<file path="src/logic/upi_pkg.sv">
// Widths, opcodes and sequencer states for the UPI slave controller
// Opcodes are a subset of MCS-48, undefined values run as NOP
package upi_pkg;

    // Data byte for A, host bus and ports
    typedef logic [7:0]  data_t;
    // Program address, sized for a 2 KB ROM
    typedef logic [10:0] pc_t;
    // Data RAM address, 64 bytes
    typedef logic [5:0]  ram_addr_t;

    typedef enum logic [2:0] {
        FETCH,
        DECODE,
        OPERAND,
        EXEC,
        RAM_RD,
        WRITEBACK
    } seq_state_t;

    // One-byte instructions
    localparam data_t OP_NOP      = 8'h00;
    localparam data_t OP_INC_A    = 8'h17;
    localparam data_t OP_CLR_A    = 8'h27;
    localparam data_t OP_IN_DBB   = 8'h22;
    localparam data_t OP_OUT_DBB  = 8'h02;
    localparam data_t OP_IN_P1    = 8'h09;
    localparam data_t OP_IN_P2    = 8'h0A;
    localparam data_t OP_OUTL_P1  = 8'h39;
    localparam data_t OP_OUTL_P2  = 8'h3A;

    // Register forms, low three bits select Rr
    localparam data_t OP_RR_MASK  = 8'hF8;
    localparam data_t OP_MOV_A_R  = 8'hF8;
    localparam data_t OP_MOV_R_A  = 8'hA8;
    localparam data_t OP_ADD_A_R  = 8'h68;

    // Immediate forms
    localparam data_t OP_MOV_A_I  = 8'h23;
    localparam data_t OP_ADD_A_I  = 8'h03;
    localparam data_t OP_ANL_A_I  = 8'h53;
    localparam data_t OP_ORL_A_I  = 8'h43;

    // JMP carries page bits in [7:5]
    localparam data_t OP_JMP_MASK = 8'h1F;
    localparam data_t OP_JMP      = 8'h04;

    // In-page conditional jumps
    localparam data_t OP_JNIBF    = 8'hD6;
    localparam data_t OP_JOBF     = 8'h86;
    localparam data_t OP_JT0      = 8'h36;
    localparam data_t OP_JNT0     = 8'h26;
    localparam data_t OP_JT1      = 8'h56;
    localparam data_t OP_JNT1     = 8'h46;
    localparam data_t OP_JZ       = 8'hC6;
    localparam data_t OP_JNZ      = 8'h96;

    // Status byte bit positions
    localparam int STAT_OBF = 0;
    localparam int STAT_IBF = 1;
    localparam int STAT_F0  = 2;
    localparam int STAT_F1  = 3;

endpackage

</file>
<file path="src/logic/upi_ram_if.sv">
// Sequencer to data RAM link, read data arrives one clk after addr
`timescale 1ns/1ns

interface upi_ram_if;

    upi_pkg::ram_addr_t addr;
    upi_pkg::data_t     wdata;
    logic               we;
    upi_pkg::data_t     rdata;

    // Sequencer side
    modport master (output addr, output wdata, output we, input rdata);

    // Memory side
    modport mem (input addr, input wdata, input we, output rdata);

endinterface

</file>
<file path="src/logic/upi_dbb_if.sv">
// Sequencer to host bus buffer link, out_we and in_ack are one-clk pulses
`timescale 1ns/1ns

interface upi_dbb_if;

    // Host buffer towards sequencer
    upi_pkg::data_t dbb_in;
    logic           ibf;
    logic           obf;

    // Sequencer towards host buffer
    upi_pkg::data_t dbb_out;
    logic           out_we;
    logic           in_ack;

    modport host (
        output dbb_in, output ibf, output obf,
        input  dbb_out, input out_we, input in_ack
    );

    modport core (
        input  dbb_in, input ibf, input obf,
        output dbb_out, output out_we, output in_ack
    );

endinterface

</file>
<file path="src/logic/upi_seq.sv">
// Fetch, decode and execute of the MCS-48 subset, one state per three cen pulses
// No carry, PSW, stack or register banks; Rr always maps to RAM 0..7
`timescale 1ns/1ns

module upi_seq #(
    parameter int ROM_AW = 11
) (
    input  logic           clk,
    input  logic           rst_n_i,
    input  logic           cen_i,
    output upi_pkg::pc_t   rom_addr_o,
    input  upi_pkg::data_t rom_data_i,
    upi_ram_if.master      ram,
    upi_dbb_if.core        dbb,
    output logic           p1_we_o,
    output logic           p2_we_o,
    output upi_pkg::data_t port_data_o,
    input  upi_pkg::data_t p1_rd_i,
    input  upi_pkg::data_t p2_rd_i,
    input  logic           t0_i,
    input  logic           t1_i
);

    // Keeps the PC inside the fitted ROM
    localparam upi_pkg::pc_t PC_MASK = upi_pkg::pc_t'((1 << ROM_AW) - 1);

    logic [1:0]          div_cnt;
    logic                st_en;
    logic                exec_fire;
    upi_pkg::seq_state_t state;
    upi_pkg::pc_t        pc;
    upi_pkg::data_t      acc;
    upi_pkg::data_t      ir;
    upi_pkg::data_t      opnd;
    logic                need_opnd;
    logic                rr_read;
    logic                jump_take;

    // Divide cen by three
    always_ff @(posedge clk) begin
        if (!rst_n_i) begin
            div_cnt <= 2'd0;
        end else if (cen_i) begin
            div_cnt <= (div_cnt == 2'd2) ? 2'd0 : div_cnt + 2'd1;
        end
    end

    assign st_en     = cen_i && (div_cnt == 2'd2);
    assign exec_fire = st_en && (state == upi_pkg::EXEC);

    // Instruction classes
    assign rr_read = ((ir & upi_pkg::OP_RR_MASK) == upi_pkg::OP_MOV_A_R) ||
                     ((ir & upi_pkg::OP_RR_MASK) == upi_pkg::OP_ADD_A_R);

    always_comb begin
        case (ir)
            upi_pkg::OP_MOV_A_I, upi_pkg::OP_ADD_A_I,
            upi_pkg::OP_ANL_A_I, upi_pkg::OP_ORL_A_I,
            upi_pkg::OP_JNIBF,   upi_pkg::OP_JOBF,
            upi_pkg::OP_JT0,     upi_pkg::OP_JNT0,
            upi_pkg::OP_JT1,     upi_pkg::OP_JNT1,
            upi_pkg::OP_JZ,      upi_pkg::OP_JNZ: need_opnd = 1'b1;
            default: need_opnd = ((ir & upi_pkg::OP_JMP_MASK) == upi_pkg::OP_JMP);
        endcase
    end

    // Conditional jump tests
    always_comb begin
        case (ir)
            upi_pkg::OP_JNIBF: jump_take = !dbb.ibf;
            upi_pkg::OP_JOBF:  jump_take = dbb.obf;
            upi_pkg::OP_JT0:   jump_take = t0_i;
            upi_pkg::OP_JNT0:  jump_take = !t0_i;
            upi_pkg::OP_JT1:   jump_take = t1_i;
            upi_pkg::OP_JNT1:  jump_take = !t1_i;
            upi_pkg::OP_JZ:    jump_take = (acc == 8'h00);
            upi_pkg::OP_JNZ:   jump_take = (acc != 8'h00);
            default:           jump_take = 1'b0;
        endcase
    end

    // Main state machine
    always_ff @(posedge clk) begin
        if (!rst_n_i) begin
            state <= upi_pkg::FETCH;
            pc    <= '0;
            acc   <= 8'h00;
            ir    <= upi_pkg::OP_NOP;
        end else if (st_en) begin
            case (state)
                upi_pkg::FETCH: begin
                    // ROM data already reflects pc
                    ir    <= rom_data_i;
                    pc    <= (pc + 1'b1) & PC_MASK;
                    state <= upi_pkg::DECODE;
                end
                upi_pkg::DECODE: begin
                    if (need_opnd) begin
                        state <= upi_pkg::OPERAND;
                    end else if (rr_read) begin
                        state <= upi_pkg::RAM_RD;
                    end else begin
                        state <= upi_pkg::EXEC;
                    end
                end
                upi_pkg::OPERAND: begin
                    opnd  <= rom_data_i;
                    pc    <= (pc + 1'b1) & PC_MASK;
                    state <= upi_pkg::EXEC;
                end
                upi_pkg::RAM_RD: begin
                    // Address was set from ir during DECODE
                    state <= upi_pkg::WRITEBACK;
                end
                upi_pkg::WRITEBACK: begin
                    if ((ir & upi_pkg::OP_RR_MASK) == upi_pkg::OP_ADD_A_R) begin
                        acc <= acc + ram.rdata;
                    end else begin
                        acc <= ram.rdata;
                    end
                    state <= upi_pkg::FETCH;
                end
                upi_pkg::EXEC: begin
                    if ((ir & upi_pkg::OP_JMP_MASK) == upi_pkg::OP_JMP) begin
                        // Page bits come from the opcode
                        pc <= upi_pkg::pc_t'({ir[7:5], opnd}) & PC_MASK;
                    end else begin
                        case (ir)
                            upi_pkg::OP_MOV_A_I: acc <= opnd;
                            upi_pkg::OP_ADD_A_I: acc <= acc + opnd;
                            upi_pkg::OP_ANL_A_I: acc <= acc & opnd;
                            upi_pkg::OP_ORL_A_I: acc <= acc | opnd;
                            upi_pkg::OP_INC_A:   acc <= acc + 8'd1;
                            upi_pkg::OP_CLR_A:   acc <= 8'h00;
                            upi_pkg::OP_IN_DBB:  acc <= dbb.dbb_in;
                            upi_pkg::OP_IN_P1:   acc <= p1_rd_i;
                            upi_pkg::OP_IN_P2:   acc <= p2_rd_i;
                            default: begin
                                // In-page jump keeps the current page
                                if (jump_take) begin
                                    pc <= {pc[10:8], opnd} & PC_MASK;
                                end
                            end
                        endcase
                    end
                    state <= upi_pkg::FETCH;
                end
                default: state <= upi_pkg::FETCH;
            endcase
        end
    end

    assign rom_addr_o = pc;

    // Rr accesses
    assign ram.addr  = {3'b000, ir[2:0]};
    assign ram.wdata = acc;
    assign ram.we    = exec_fire &&
                       ((ir & upi_pkg::OP_RR_MASK) == upi_pkg::OP_MOV_R_A);

    // Host buffer strobes
    assign dbb.dbb_out = acc;
    assign dbb.out_we  = exec_fire && (ir == upi_pkg::OP_OUT_DBB);
    assign dbb.in_ack  = exec_fire && (ir == upi_pkg::OP_IN_DBB);

    // Port latch strobes
    assign port_data_o = acc;
    assign p1_we_o     = exec_fire && (ir == upi_pkg::OP_OUTL_P1);
    assign p2_we_o     = exec_fire && (ir == upi_pkg::OP_OUTL_P2);

endmodule

</file>
<file path="src/flat_wrapper.sv">
// flat-port wrapper written by rule: the top's interface ports become plain ports
module upi_seq_flat 
#(
    parameter int ROM_AW = 11
)
  (clk, rst_n_i, cen_i, rom_addr_o, rom_data_i, p1_we_o, p2_we_o, port_data_o, p1_rd_i, p2_rd_i, t0_i, t1_i, ram_addr, ram_wdata, ram_we, ram_rdata, dbb_dbb_in, dbb_ibf, dbb_obf, dbb_dbb_out, dbb_out_we, dbb_in_ack);
  upi_ram_if ram_i ();
  upi_dbb_if dbb_i ();
  input  logic clk;
  input  logic rst_n_i;
  input  logic cen_i;
  output upi_pkg::pc_t rom_addr_o;
  input  upi_pkg::data_t rom_data_i;
  output logic p1_we_o;
  output logic p2_we_o;
  output upi_pkg::data_t port_data_o;
  input  upi_pkg::data_t p1_rd_i;
  input  upi_pkg::data_t p2_rd_i;
  input  logic t0_i;
  input  logic t1_i;
  output wire logic [$bits(ram_i.addr)-1:0] ram_addr;
  output wire logic [$bits(ram_i.wdata)-1:0] ram_wdata;
  output wire logic [$bits(ram_i.we)-1:0] ram_we;
  input wire logic [$bits(ram_i.rdata)-1:0] ram_rdata;
  input wire logic [$bits(dbb_i.dbb_in)-1:0] dbb_dbb_in;
  input wire logic [$bits(dbb_i.ibf)-1:0] dbb_ibf;
  input wire logic [$bits(dbb_i.obf)-1:0] dbb_obf;
  output wire logic [$bits(dbb_i.dbb_out)-1:0] dbb_dbb_out;
  output wire logic [$bits(dbb_i.out_we)-1:0] dbb_out_we;
  output wire logic [$bits(dbb_i.in_ack)-1:0] dbb_in_ack;
  assign ram_addr = ram_i.addr;
  assign ram_wdata = ram_i.wdata;
  assign ram_we = ram_i.we;
  assign ram_i.rdata = ram_rdata;
  assign dbb_i.dbb_in = dbb_dbb_in;
  assign dbb_i.ibf = dbb_ibf;
  assign dbb_i.obf = dbb_obf;
  assign dbb_dbb_out = dbb_i.dbb_out;
  assign dbb_out_we = dbb_i.out_we;
  assign dbb_in_ack = dbb_i.in_ack;
  upi_seq #(.ROM_AW(ROM_AW)) u_core (.clk(clk), .rst_n_i(rst_n_i), .cen_i(cen_i), .rom_addr_o(rom_addr_o), .rom_data_i(rom_data_i), .ram(ram_i), .dbb(dbb_i), .p1_we_o(p1_we_o), .p2_we_o(p2_we_o), .port_data_o(port_data_o), .p1_rd_i(p1_rd_i), .p2_rd_i(p2_rd_i), .t0_i(t0_i), .t1_i(t1_i));
endmodule
</file>
<file path="config.mk">
export PLATFORM = sky130hd
export DESIGN_NAME = upi_seq_flat
export DESIGN_NICKNAME = d
export VERILOG_FILES = /design/src/logic/upi_pkg.sv /design/src/logic/upi_ram_if.sv /design/src/logic/upi_dbb_if.sv /design/src/logic/upi_seq.sv /design/src/flat_wrapper.sv
export SDC_FILE = /design/constraint.sdc
export NUM_CORES = 1
export LEC_CHECK = 0
export BUFFER_PORTS_ARGS = -buffer_cell sky130_fd_sc_hd__buf_2
export CORE_MARGIN = 3
export CORE_UTILIZATION = 35
export DETAILED_ROUTE_END_ITERATION = 6
export GPL_ROUTABILITY_DRIVEN = 0
export MAX_ROUTING_LAYER = met4
export SYNTH_ARGS = -nofsm -noshare
export SYNTH_HDL_FRONTEND = slang
export SYNTH_SLANG_ARGS = --single-unit
</file>
<file path="constraint.sdc">
create_clock -name clk -period 3.7 [get_ports clk]
set_clock_uncertainty 0.15 [all_clocks]
set_input_delay 0.74 -clock clk [delete_from_list [all_inputs] [get_ports clk]]
set_output_delay 0.74 -clock clk [all_outputs]
set_load 0.005 [all_outputs]
</file>
==> results.env <==
DIE-AREA_UM2=12000
DIE_X_UM=110
I_O_PIN_COUNT=93
VIAS=3797
FIRST_GLOBAL_VIAS=3636
SHARE_OF_THE_YOSYS_CHIP_AREA_BELONGING_TO_REGISTERS_PCT=23.4
DRT_DRC_VIOLATIONS_LEFT=0
SYNTHCELLS=482
FINAL-HOLD-VIOLATION-COUNT=0
WORST_SKEW_PAIR.LATE_LATENCY_NS=0.30
CTSRESIZECOUNT=0
YS_SEQ_ELEMENTS=40
GRT_ANTENNA_BEFORE_REPAIR=0
SETUP_TNS_NS=0
PATH_CLK_SLEW_NS=0.08
FIRST_PASS_GRT_WIRE_LENGTH_MM=18.4
SETUP.WORST_PATH.START_CLASS='register'
ASYNCSETRESETFLOPFRACSYNTH_PCT=0
BUFFER_PORTS.INSERTED=89
CORE_UM2=10400
TIMING.SETUP.CRITICAL_PATH_CLASS='reg2reg'
END_KIND='register'
FP.DIEH_UM=110
MULTIINPUTGATEAREA_UM2=2540
FILLER_CELL_COUNT=1098
PATH_DELAY_FAMILY='compound AO/OA/AOI/OAI gates'
CP_MAX_FO=8
GR-USAGE-ALL-LAYERS_PCT=20.1
MIN-DELAY-PATH-CLASS='reg2reg'
DRT-TOTAL-WL_MM=11.5
WORST_EP_REQUIRED_TIME_NS=3.74
POWER_LEAKAGE_nW=1.66
RELATIVE_CONTRIBUTION_OF_THE_CLOCK_NETWORK_TO_TOTAL_POWER_PCT=39.4
SEQUENTIAL_CELL_AREA_UM2=881
LAYOUT_WORST_PATH_CYCLE_SHARE_PCT=85.5
SLEW-LIMIT-HEADROOM_PCT=54.4
GRT.OVERFLOW.TOTAL=0
AVGROUTEDWIREPERCELL_UM=17.0
CRITPATHBUFINV=0
CP_CELL_SEQUENCE='nor4b_1 > nand4_1 > and2_1 > fa_1 > a211oi_1 > o21bai_1 > a21oi_1 > xnor2_1 > a221oi_1 > o21ai_0'
SLEW_VIOLATIONS=0
CLKSINKCOUNT=40
POWER.DENSITY_nW_PER_UM2=218
CTS_MAX_LEVEL=2
MAXCAPVIOLATIONS=0
TRITONCTS='yes'
SYNTH_TOP_CELL_AREA_SHARE_PCT=17.0
BUFFER_DEPTH_OF_THE_LONGEST_CLOCK_PATH=2
CRITICAL_PATH.MAX_STAGE_DELAY_NS=0.44
ROWS=37
TOTAL_SWITCHING_POWER_mW=0.234
TIMING.CRITICAL_PATH.ARRIVAL_NS=3.20
SEQPWRFRAC_PCT=49.0
POWER.COMBINATIONAL.FRACTION_PCT=11.6
PER_INSTANCE_AVERAGE_AREA_AFTER_SYNTHESIS_UM2=7.82
CELL_INTERNAL_PWR_mW=0.696
WORSTMARGINPINSLEW_NS=0.683
AREA_GROWTH_PCT=13.4
SYNTH-WARNING-COUNT=0
PIN_COUNT_OF_THE_BIGGEST_NET_ENTERING_GLOBAL_ROUTING=33
YOSYS.CELL_TYPES.COUNT=74
DRT_ITER0_MARKERS=257
STATUS='finished, final reports clean'
LAYOUT_MIN_CYCLE_TIME_NS=3.16
CTS_MADE_BUFFERS=5
TIMING.HOLD.WS_NS=0.356
PLACE.DETAILED.HPWL_MM=8.89
ROOT_BUF_CELL='sky130_fd_sc_hd__clkbuf_8'
NETSWITCHINGFRACTION_PCT=25.2
MOST_USED_FLIP_FLOP_CELL_AFTER_SYNTHESIS='sky130_fd_sc_hd__dfxtp_1'
DRT_PASS1_ITERATIONS=5
LIBRARY_CELL_CONTRIBUTING_THE_LARGEST_SINGLE_DELAY_ON_THE_CRITICAL_PATH='sky130_fd_sc_hd__fa_1'
DRIVE_GT1_SHARE_PCT=23.2
SYNTH_AREA_UM2=3770
GRT_SETUP_UNREPAIRED='false'
ANT_NETS=0
VIASPERCELL=5.63
TIMING.FMAX_MHz=316
SYNTH_ENABLE_FLOP_CELLS=8
PEAKVDDDROP_mV=0.134
HOLD_BUFFERS=0
ANTENNA_CELLS=0
FINAL-SETUP-VIOL-COUNT=0
SYNTH_TOP_CELL_BY_AREA='sky130_fd_sc_hd__dfxtp_1'
POST_CTS_SETUP_REPAIR_BUFFER_COUNT=0
FLOORPLAN.INITIALDENSITY_PCT=36.2
YS_TOP_CELLS_BY_AREA='sky130_fd_sc_hd__dfxtp_1, sky130_fd_sc_hd__edfxtp_1, sky130_fd_sc_hd__nand2_1'
NETS=602
layout make-up:
class / instances / area share, %
repair buffers: 101 / 12.5
clock buffers: 5 / 1.61
well taps: 136 / 3.98
clock inverters: 3 / 0.995
multi-input cells: 381 / 59.5
flip-flops and latches: 40 / 20.6
inverters: 9 / 0.790
metal layers:
layer | GRT usage, % | part of all wire (%) | vias to the layer above | wire length [um]
li1 | - | - | 1861 | -
met1 | 26.3 | 45 | 1769 | 5130
met2 | 31.7 | 46 | 139 | 5250
met3 | 2.64 | 6.2 | 28 | 710
met4 | 7.12 | 3.3 | 0 | 384
met5 | - | 0 | - | 0
flip-flops by register name, summed over array words and instances (netlist names):
signal and count:
u_core.state 3, u_core.opnd 8, u_core.div_cnt 2, u_core.dbb.dbb_out 8
u_core.rom_addr_o 11, u_core.ir 8
layout by cell type, fill, tap and decap left out, drive strengths merged, types with 4 or more instances in the layout:
master,instances
nand4,7
ha,15
o211ai,12
nand2b,10
nor4,6
a211o,5
inv,9
a21oi,18
nor2b,23
a31oi,7
o31ai,10
xnor2,10
clkbuf,5
and3,4
and2,11
o21ai,21
o21bai,4
a21o,5
nor3,12
nand3,18
edfxtp,8
a211oi,7
a22oi,11
a221oi,5
buf,101
nand2,58
o22ai,4
or2,4
dfxtp,32
nand3b,5
mux2i,10
nor2,28
xor2,4
nor3b,5
a21boi,4
power by group through the flow:
stage | registers, mW | clock network, mW | logic, mW
finish | 0.456 | 0.367 | 0.108
global route | 0.457 | 0.397 | 0.120
CTS | 0.456 | 0.374 | 0.108
detailed placement | 0.466 | 0 | 0.107
global placement | 0.466 | 0 | 0.105
floorplan | 0.461 | 0 | 0.0690
path summary, 6_finish.rpt:
path	endpoint	slack (ns)	depth (start not counted)	start
worst min register to register	u_core.rom_addr_o[1]	0.36	2	u_core.rom_addr_o[1]
worst min-delay path	u_core.rom_addr_o[1]	0.36	2	u_core.rom_addr_o[1]
worst max-delay path	u_core.dbb.dbb_out[6]	0.54	10	u_core.ir[7]
worst max register to register	u_core.dbb.dbb_out[6]	0.54	10	u_core.ir[7]
cell usage after synthesis (3+ instances only):
library cell,n
sky130_fd_sc_hd__nand2_1,58
sky130_fd_sc_hd__dfxtp_1,32
sky130_fd_sc_hd__nor2_1,27
sky130_fd_sc_hd__buf_4,25
sky130_fd_sc_hd__nor2b_1,23
sky130_fd_sc_hd__nand3_1,18
sky130_fd_sc_hd__a21oi_1,17
sky130_fd_sc_hd__o21ai_0,17
sky130_fd_sc_hd__clkbuf_1,15
sky130_fd_sc_hd__ha_1,15
sky130_fd_sc_hd__o211ai_1,12
sky130_fd_sc_hd__a22oi_1,11
sky130_fd_sc_hd__and2_1,11
sky130_fd_sc_hd__buf_2,11
sky130_fd_sc_hd__nor3_1,11
sky130_fd_sc_hd__mux2i_1,10
sky130_fd_sc_hd__nand2b_1,10
sky130_fd_sc_hd__xnor2_1,10
sky130_fd_sc_hd__o31ai_1,9
sky130_fd_sc_hd__edfxtp_1,8
sky130_fd_sc_hd__inv_1,8
sky130_fd_sc_hd__a211oi_1,7
sky130_fd_sc_hd__nand4_1,7
sky130_fd_sc_hd__a31oi_1,6
sky130_fd_sc_hd__a211o_1,5
sky130_fd_sc_hd__a21o_1,5
sky130_fd_sc_hd__a221oi_1,5
sky130_fd_sc_hd__nor4_1,5
sky130_fd_sc_hd__and3_1,4
sky130_fd_sc_hd__nand3b_1,4
sky130_fd_sc_hd__nor3b_1,4
sky130_fd_sc_hd__o21ai_1,4
sky130_fd_sc_hd__o21bai_1,4
sky130_fd_sc_hd__o22ai_1,4
sky130_fd_sc_hd__xor2_1,4
sky130_fd_sc_hd__a21boi_0,3
sky130_fd_sc_hd__o2111ai_1,3
sky130_fd_sc_hd__o21a_1,3
sky130_fd_sc_hd__or2_2,3
sky130_fd_sc_hd__or3_1,3
cells by family (layout without fill, tap and decap cells):
group	count (synthesis)	in the layout	synth area share (%)
adder cells (fa/ha/maj)	17	17	6.04
buffers and inverters	63	118	9.53
other	1	3	0.0995
multiplexers	11	11	2.95
AO/OA/AOI/OAI	136	136	26.0
XOR/XNOR	14	14	3.25
AND/OR/NAND/NOR	200	200	28.8
flip-flops	40	40	23.4
per-stage QoR:
step | instance area, um2 | std cells | setup WS (ns) | utilization (%) | power [mW]
global placement | 4160 | 667 | 0.647 | 40.0 | 0.571
finish | 4270 | 675 | 0.538 | 41.0 | 0.930
floorplan | 3780 | 484 | 0.803 | - | 0.530
detailed placement | 4160 | 667 | 0.555 | 40.0 | 0.573
CTS | 4270 | 675 | 0.533 | 41.0 | 0.938
global route | 4270 | 675 | 0.121 | 41.0 | 0.973
tightest hold or removal path: cells and delay by family (launching register included):
kind / cells / cell delay [ns]
AND/OR/NAND/NOR: 1 / 0.07
AO/OA/AOI/OAI: 1 / 0.05
flip-flops: 1 / 0.35
No activity file was read; power rests on OpenSTA's default activity.
